[config.mk]
export PLATFORM = sky130hd
export DESIGN_NAME = axi_bridge
export DESIGN_NICKNAME = d
export VERILOG_FILES = /design/src/rtl/axi_bridge_pkg.sv /design/src/rtl/mem_rd_if.sv /design/src/rtl/mem_wr_if.sv /design/src/rtl/axi_bridge.sv /design/src/rtl/read_channel.sv /design/src/rtl/write_buffer.sv
export SDC_FILE = /design/constraint.sdc
export NUM_CORES = 1
export LEC_CHECK = 0
export ABC_AREA = 0
export BUFFER_PORTS_ARGS = -buffer_cell sky130_fd_sc_hd__buf_2
export CAP_MARGIN = 40
export CORE_AREA = 2 2 197 199
export DETAILED_ROUTE_END_ITERATION = 10
export DIE_AREA = 0 0 199 201
export PLACE_DENSITY_LB_ADDON = 0.08
export SLEW_MARGIN = 20
export SYNTH_ARGS = -nofsm -noshare
export SYNTH_HDL_FRONTEND = slang
export SYNTH_SLANG_ARGS = --single-unit
[constraint.sdc]
create_clock -name aclk -period 9.2 [get_ports aclk]
set_input_delay 0.92 -clock aclk [delete_from_list [all_inputs] [get_ports aclk]]
set_output_delay 0.92 -clock aclk [all_outputs]
set_load 0.02 [all_outputs]
[src/rtl/axi_bridge_pkg.sv]
package axi_bridge_pkg;

  localparam int addr_w     = 32;
  localparam int data_w     = 32;
  localparam int line_words = 4;
  localparam int strb_w     = 4;
  localparam int req_type_w = 3;
  localparam int id_w       = 4;

  // cache request codes
  localparam logic [req_type_w-1:0] req_word = 3'd2;
  localparam logic [req_type_w-1:0] req_line = 3'd4;

  // instruction and data traffic split by id
  localparam logic [id_w-1:0] id_inst = 4'd0;
  localparam logic [id_w-1:0] id_data = 4'd1;

  localparam logic [7:0] len_line   = 8'd3;
  localparam logic [2:0] size_word  = 3'd2;
  localparam logic [1:0] burst_incr = 2'd1;

  // flat line from the cache, or one word per write beat
  typedef union packed {
    logic [line_words*data_w-1:0]      flat;
    logic [line_words-1:0][data_w-1:0] words;
  } cache_line_u;

endpackage

[src/rtl/mem_rd_if.sv]
`timescale 1ns/1ps

interface mem_rd_if import axi_bridge_pkg::*; ();

  logic                  rd_req;
  logic [req_type_w-1:0] rd_type;
  logic [addr_w-1:0]     rd_addr;
  logic                  rd_rdy;
  logic                  ret_valid;
  logic                  ret_last;
  logic [data_w-1:0]     ret_data;

  modport requester (
    output rd_req, rd_type, rd_addr,
    input  rd_rdy, ret_valid, ret_last, ret_data
  );

  // return words have no back-pressure
  modport bridge (
    input  rd_req, rd_type, rd_addr,
    output rd_rdy, ret_valid, ret_last, ret_data
  );

endinterface

[src/rtl/mem_wr_if.sv]
`timescale 1ns/1ps

interface mem_wr_if import axi_bridge_pkg::*; ();

  logic                         wr_req;
  logic [req_type_w-1:0]        wr_type;
  logic [addr_w-1:0]            wr_addr;
  logic [strb_w-1:0]            wr_wstrb;
  logic [line_words*data_w-1:0] wr_data;
  logic                         wr_rdy;

  modport requester (
    output wr_req, wr_type, wr_addr, wr_wstrb, wr_data,
    input  wr_rdy
  );

  modport bridge (
    input  wr_req, wr_type, wr_addr, wr_wstrb, wr_data,
    output wr_rdy
  );

endinterface

[src/rtl/axi_bridge.sv]
`timescale 1ns/1ps

module axi_bridge import axi_bridge_pkg::*; (
  input  logic                         aclk,
  input  logic                         arst_n,
  input  logic                         inst_rd_req,
  input  logic [req_type_w-1:0]        inst_rd_type,
  input  logic [addr_w-1:0]            inst_rd_addr,
  output logic                         inst_rd_rdy,
  output logic                         inst_ret_valid,
  output logic                         inst_ret_last,
  output logic [data_w-1:0]            inst_ret_data,
  input  logic                         data_rd_req,
  input  logic [req_type_w-1:0]        data_rd_type,
  input  logic [addr_w-1:0]            data_rd_addr,
  output logic                         data_rd_rdy,
  output logic                         data_ret_valid,
  output logic                         data_ret_last,
  output logic [data_w-1:0]            data_ret_data,
  input  logic                         data_wr_req,
  input  logic [req_type_w-1:0]        data_wr_type,
  input  logic [addr_w-1:0]            data_wr_addr,
  input  logic [strb_w-1:0]            data_wr_wstrb,
  input  logic [line_words*data_w-1:0] data_wr_data,
  output logic                         data_wr_rdy,
  output logic [id_w-1:0]              arid,
  output logic [addr_w-1:0]            araddr,
  output logic [7:0]                   arlen,
  output logic [2:0]                   arsize,
  output logic [1:0]                   arburst,
  output logic                         arvalid,
  input  logic                         arready,
  input  logic [id_w-1:0]              rid,
  input  logic [data_w-1:0]            rdata,
  input  logic                         rlast,
  input  logic                         rvalid,
  output logic                         rready,
  output logic [id_w-1:0]              awid,
  output logic [addr_w-1:0]            awaddr,
  output logic [7:0]                   awlen,
  output logic [2:0]                   awsize,
  output logic [1:0]                   awburst,
  output logic                         awvalid,
  input  logic                         awready,
  output logic [data_w-1:0]            wdata,
  output logic [strb_w-1:0]            wstrb,
  output logic                         wlast,
  output logic                         wvalid,
  input  logic                         wready,
  input  logic [id_w-1:0]              bid,
  input  logic                         bvalid,
  output logic                         bready,
  output logic                         write_buffer_empty
);

  mem_rd_if inst_rd ();
  mem_rd_if data_rd ();
  mem_wr_if data_wr ();

  // instruction read port
  assign inst_rd.rd_req  = inst_rd_req;
  assign inst_rd.rd_type = inst_rd_type;
  assign inst_rd.rd_addr = inst_rd_addr;
  assign inst_rd_rdy     = inst_rd.rd_rdy;
  assign inst_ret_valid  = inst_rd.ret_valid;
  assign inst_ret_last   = inst_rd.ret_last;
  assign inst_ret_data   = inst_rd.ret_data;

  // data read port
  assign data_rd.rd_req  = data_rd_req;
  assign data_rd.rd_type = data_rd_type;
  assign data_rd.rd_addr = data_rd_addr;
  assign data_rd_rdy     = data_rd.rd_rdy;
  assign data_ret_valid  = data_rd.ret_valid;
  assign data_ret_last   = data_rd.ret_last;
  assign data_ret_data   = data_rd.ret_data;

  // data write port
  assign data_wr.wr_req   = data_wr_req;
  assign data_wr.wr_type  = data_wr_type;
  assign data_wr.wr_addr  = data_wr_addr;
  assign data_wr.wr_wstrb = data_wr_wstrb;
  assign data_wr.wr_data  = data_wr_data;
  assign data_wr_rdy      = data_wr.wr_rdy;

  read_channel read_channel_i (
    .aclk               (aclk),
    .arst_n             (arst_n),
    .inst_port          (inst_rd.bridge),
    .data_port          (data_rd.bridge),
    .write_buffer_empty (write_buffer_empty),
    .arid               (arid),
    .araddr             (araddr),
    .arlen              (arlen),
    .arsize             (arsize),
    .arburst            (arburst),
    .arvalid            (arvalid),
    .arready            (arready),
    .rid                (rid),
    .rdata              (rdata),
    .rlast              (rlast),
    .rvalid             (rvalid),
    .rready             (rready)
  );

  write_buffer write_buffer_i (
    .aclk               (aclk),
    .arst_n             (arst_n),
    .wr_port            (data_wr.bridge),
    .write_buffer_empty (write_buffer_empty),
    .awid               (awid),
    .awaddr             (awaddr),
    .awlen              (awlen),
    .awsize             (awsize),
    .awburst            (awburst),
    .awvalid            (awvalid),
    .awready            (awready),
    .wdata              (wdata),
    .wstrb              (wstrb),
    .wlast              (wlast),
    .wvalid             (wvalid),
    .wready             (wready),
    .bid                (bid),
    .bvalid             (bvalid),
    .bready             (bready)
  );

endmodule

[src/rtl/read_channel.sv]
`timescale 1ns/1ps

module read_channel import axi_bridge_pkg::*; (
  input  logic              aclk,
  input  logic              arst_n,
  mem_rd_if.bridge          inst_port,
  mem_rd_if.bridge          data_port,
  input  logic              write_buffer_empty,
  output logic [id_w-1:0]   arid,
  output logic [addr_w-1:0] araddr,
  output logic [7:0]        arlen,
  output logic [2:0]        arsize,
  output logic [1:0]        arburst,
  output logic              arvalid,
  input  logic              arready,
  input  logic [id_w-1:0]   rid,
  input  logic [data_w-1:0] rdata,
  input  logic              rlast,
  input  logic              rvalid,
  output logic              rready
);

  // idle when !busy_q, address while arvalid_q, data otherwise
  logic                  busy_q;
  logic                  arvalid_q;
  logic [addr_w-1:0]     addr_q;
  logic [req_type_w-1:0] type_q;
  logic [id_w-1:0]       id_q;

  logic data_ok;
  logic data_grant;
  logic inst_grant;
  logic inst_hit;
  logic data_hit;

  // data reads wait for the write buffer to drain
  assign data_ok    = data_port.rd_req && write_buffer_empty;
  assign data_grant = !busy_q && data_ok;
  assign inst_grant = !busy_q && !data_ok && inst_port.rd_req;

  assign data_port.rd_rdy = !busy_q && write_buffer_empty;
  assign inst_port.rd_rdy = !busy_q && !data_ok;

  always_ff @(posedge aclk or negedge arst_n) begin
    if (!arst_n) begin
      busy_q    <= 1'b0;
      arvalid_q <= 1'b0;
    end else begin
      if (data_grant || inst_grant) begin
        busy_q    <= 1'b1;
        arvalid_q <= 1'b1;
      end else if (arvalid_q && arready) begin
        arvalid_q <= 1'b0;
      end else if (rvalid && rready && rlast) begin
        busy_q <= 1'b0;
      end
    end
  end

  always_ff @(posedge aclk) begin
    if (data_grant) begin
      addr_q <= data_port.rd_addr;
      type_q <= data_port.rd_type;
      id_q   <= id_data;
    end else if (inst_grant) begin
      addr_q <= inst_port.rd_addr;
      type_q <= inst_port.rd_type;
      id_q   <= id_inst;
    end
  end

  assign arvalid = arvalid_q;
  assign arid    = id_q;
  assign araddr  = addr_q;
  assign arlen   = (type_q == req_line) ? len_line : 8'd0;
  assign arsize  = size_word;
  assign arburst = burst_incr;

  assign rready = busy_q && !arvalid_q;

  // steer each beat by its id
  assign inst_hit = rvalid && rready && (rid == id_inst);
  assign data_hit = rvalid && rready && (rid == id_data);

  assign inst_port.ret_valid = inst_hit;
  assign inst_port.ret_last  = inst_hit && rlast;
  assign inst_port.ret_data  = rdata;
  assign data_port.ret_valid = data_hit;
  assign data_port.ret_last  = data_hit && rlast;
  assign data_port.ret_data  = rdata;

endmodule

[src/rtl/write_buffer.sv]
`timescale 1ns/1ps

module write_buffer import axi_bridge_pkg::*; (
  input  logic              aclk,
  input  logic              arst_n,
  mem_wr_if.bridge          wr_port,
  output logic              write_buffer_empty,
  output logic [id_w-1:0]   awid,
  output logic [addr_w-1:0] awaddr,
  output logic [7:0]        awlen,
  output logic [2:0]        awsize,
  output logic [1:0]        awburst,
  output logic              awvalid,
  input  logic              awready,
  output logic [data_w-1:0] wdata,
  output logic [strb_w-1:0] wstrb,
  output logic              wlast,
  output logic              wvalid,
  input  logic              wready,
  input  logic [id_w-1:0]   bid,
  input  logic              bvalid,
  output logic              bready
);

  logic full_q;
  logic awvalid_q;
  logic wvalid_q;
  logic bready_q;
  logic [$clog2(line_words)-1:0] beat_q;

  logic [addr_w-1:0]     addr_q;
  logic [req_type_w-1:0] type_q;
  logic [strb_w-1:0]     strb_q;
  cache_line_u           line_q;

  logic accept;
  logic single;
  logic b_done;

  assign write_buffer_empty = !full_q;
  assign wr_port.wr_rdy     = !full_q;
  assign accept             = wr_port.wr_req && !full_q;

  assign single = (type_q == req_word);
  assign b_done = bvalid && bready_q && (bid == id_data);

  always_ff @(posedge aclk or negedge arst_n) begin
    if (!arst_n) begin
      full_q    <= 1'b0;
      awvalid_q <= 1'b0;
      wvalid_q  <= 1'b0;
      bready_q  <= 1'b0;
      beat_q    <= '0;
    end else begin
      if (accept) begin
        full_q    <= 1'b1;
        awvalid_q <= 1'b1;
        beat_q    <= '0;
      end
      if (awvalid_q && awready) begin
        awvalid_q <= 1'b0;
        wvalid_q  <= 1'b1;
      end
      if (wvalid_q && wready) begin
        if (wlast) begin
          wvalid_q <= 1'b0;
          bready_q <= 1'b1;
        end else begin
          beat_q <= beat_q + 1'b1;
        end
      end
      if (b_done) begin
        bready_q <= 1'b0;
        full_q   <= 1'b0;
      end
    end
  end

  always_ff @(posedge aclk) begin
    if (accept) begin
      addr_q      <= wr_port.wr_addr;
      type_q      <= wr_port.wr_type;
      strb_q      <= wr_port.wr_wstrb;
      line_q.flat <= wr_port.wr_data;
    end
  end

  assign awvalid = awvalid_q;
  assign awid    = id_data;
  assign awaddr  = addr_q;
  assign awlen   = single ? 8'd0 : len_line;
  assign awsize  = size_word;
  assign awburst = burst_incr;

  // a word write carries its data in the lowest word
  assign wvalid = wvalid_q;
  assign wdata  = line_q.words[beat_q];
  assign wstrb  = strb_q;
  // counter all ones marks the fourth beat
  assign wlast  = single || (&beat_q);

  assign bready = bready_q;

endmodule

==> results.json <==
{
  "grt_pass1_wl_um": 32600,
  "peakVddDrop_mv": 0.1659,
  "worstSetupStartpointType": "flip-flop",
  "synthCells": 433,
  "fin_cells": 1306,
  "crit_path_start": "write_buffer_i.beat_q[0]",
  "r2r_setup_slack_ns": 6.74,
  "cts_tree": "built",
  "antenna_found_initial": 5,
  "path_class": "reg2out",
  "ios": 500,
  "synth_area_mm2": 0.008636,
  "grtUsageTotal_pct": 11.04,
  "drive_gt1_share_pct": 62.50,
  "post_cts.resized_instances": 0,
  "yosys.area_share.simple_pct": 1.855,
  "root_buffer": "clkbuf_16",
  "cts_made_buffers": 28,
  "die_h_um": 201,
  "r2r_end": "write_buffer_i.line_q[74]",
  "slew_headroom_pct": 58.38,
  "multi_input_area_mm2": 0.001582,
  "worstSetupEndpointType": "output pin",
  "seq_area_frac_synth_pct": 72.79,
  "status": "finished, final reports clean",
  "drt_pass1_iterations": 4,
  "hold_slack_ns": 0.2186,
  "fin_tns_setup_ns": 0,
  "final_nets": 1052,
  "drc": 0,
  "rsz0062_at_grt": "no",
  "period_share_pct": 37.44,
  "required_ns": 8.28,
  "hp-class": "in2async",
  "synthXorXnorAreaFrac_pct": 0,
  "worst_pin_slew_ns": 0.6242,
  "p_leak_nw": 4.532,
  "wl_per_cell_um": 17.48,
  "std_cell_rows": 72,
  "dieArea_mm2": 0.04000,
  "core_region_area_mm2": 0.03811,
  "numPlacedInstances": 1250,
  "r2r_cells": 5,
  "finalClockSkew_ns": 0.01523,
  "area_growth_pct": 31.79,
  "grt_max_degree": 88,
  "r2r_start": "write_buffer_i.full_q",
  "crit_path_max_fanout": 24,
  "dp_hpwl_um": 17030,
  "io_buffer_count": 374,
  "min_period_ns": 3.444,
  "p_per_area_mw_per_mm2": 233.1,
  "post_cts_buffers": 0,
  "synthAdderAreaFrac_pct": 0.1449,
  "synthMuxAreaShare_pct": 14.52,
  "setup_viol": 0,
  "finalHoldViolations": 0,
  "synth-warning-count": 0,
  "syn_area_per_cell_um2": 19.94,
  "start_util_pct": 22.66,
  "drt_iter0_drc": 131,
  "htreeDepth": 1,
  "synth-compound-area-share_pct": 0.4636,
  "clk_path_buf_depth": 3,
  "cts.clk_slew.worst_paths_ns": 0.06,
  "vias_per_cell": 3.657,
  "grt-ovfl-total": 0,
  "arrival_ns": 2.52,
  "cts_sinks": 211,
  "wirelength_um": 22830,
  "gp_congestion": 0.7335,
  "die_w_um": 199,
  "hold_buffers": 0,
  "worstSetupEndpoint": "wdata[30]",
  "nFillCells": 3876,
  "regArea_mm2": 0.006289,
  "slew_viol_final": 0,
  "grt_pass1_vias": 5344,
  "synth-seq-cells": 211,
  "fmax_mhz": 290.3,
  "ant_nets": 0,
  "vias": 4776,
  "yosys.cell_types.count": 29,
  "clk_latency_ns": 0.55,
  "synth_top_family_by_area": "multiplexers",
  "maxCapViolCount": 0
}
power breakdown:
part,internal (W),switching [W]
Sequential,0.00108,0.0000349
Clock,0.000585,0.000418
Combinational,0.000244,0.000295
Total,0.00191,0.000747
layout make-up:
type,instances,area share (%)
inverter,5,0.2089
clock buffer,32,6.288
multi-input combinational,136,13.90
antenna,4,0.08795
clock inverter,19,1.198
sequential,211,55.26
timing repair buffer,381,17.37
tap,518,5.695
placed cells by master, fill, tap and decap left out, types with 4 or more instances in the layout:
cell type,instances
mux2_4,29
buf_4,4
edfxtp_1,202
conb_1,29
buf_2,374
clkinv_1,10
mux4_2,32
clkbuf_1,4
nand2b_1,4
diode_2,4
nand2_1,5
nor2_1,8
mux2_2,6
nor3_1,5
dfrtp_1,6
clkbuf_16,28
inv_1,4
flip-flops by register name, indices dropped and copies added (netlist names), 2 cells and up:
signal and flops:
write_buffer_i.wstrb 4, write_buffer_i.beat_q 2, write_buffer_i.awaddr 32, read_channel_i.type_q 3, read_channel_i.araddr 32, write_buffer_i.line_q 128, write_buffer_i.type_q 3
through the flow:
step | setup WS, ns | total power (W) | util (%) | instance area, um^2
after floorplan | 4.433 | 0.001536 | - | 8737
after global placement | 6.049 | 0.001676 | 27.41 | 10440
after detailed placement | 6.088 | 0.001687 | 27.53 | 10490
after CTS | 5.590 | 0.002715 | 29.77 | 11340
after global routing | 5.546 | 0.002774 | 29.84 | 11370
final | 5.756 | 0.002653 | 29.87 | 11380
cells in the mapped netlist (all sizes together):
cell type,n,area (um^2)
a21o,2,15.01
a21oi,2,10.01
a31oi,1,6.260
and2b,1,7.510
buf,108,857.1
conb,2,7.510
dfrtp,8,200.2
dfxtp,1,20.02
edfxtp,202,6066
ha,1,12.51
inv,5,18.77
mux2,35,503.0
mux2i,3,30.03
mux4,32,720.7
nand2,5,18.77
nand2b,4,25.02
nand3,1,5.000
nand4b,1,8.760
nor2,8,30.03
nor2b,1,6.260
nor3,5,25.02
nor3b,3,27.52
o31a,1,8.760
or2,1,6.260
layer usage:
metal  part of all wire, %  up-vias  wire length (um)  GRT usage, %
met1                    34     2282              7871         11.18
met5                 0.048        -                11             0
met3                   8.3       59              1893         3.814
li1                      -     2212                 -             -
met4                   3.7        2               851         4.504
met2                    53      221             12200         20.43
critical path: stages (launching register included):
cell	delay, ns
dfrtp_2	0.62
buf_4	0.55
mux4_2	0.59
buf_2	0.18
how the worst min path moves through the flow:
stage | startpoint | endpoint | slack, ns | depth (start not counted)
finish | arst_n | write_buffer_i.awvalid | 0.22 | 1
global route | arst_n | write_buffer_i.awvalid | 0.20 | 1
CTS | arst_n | write_buffer_i.awvalid | 0.18 | 1
detailed placement | read_channel_i.arid[0] | read_channel_i.arid[0] | 0.46 | 1
global placement | read_channel_i.arid[0] | read_channel_i.arid[0] | 0.45 | 1
floorplan | write_buffer_i.full_q | write_buffer_i.full_q | 0.54 | 2
cells by family (layout without fill, tap and decap cells):
kind of cell | count (synthesis) | after routing
simple gates | 30 | 30
buf+inv | 113 | 437
flops | 211 | 211
compound gates | 6 | 6
mux | 70 | 70
fa+ha+maj | 1 | 1
other cells | 2 | 33
Power figures use the tool's default switching activity.
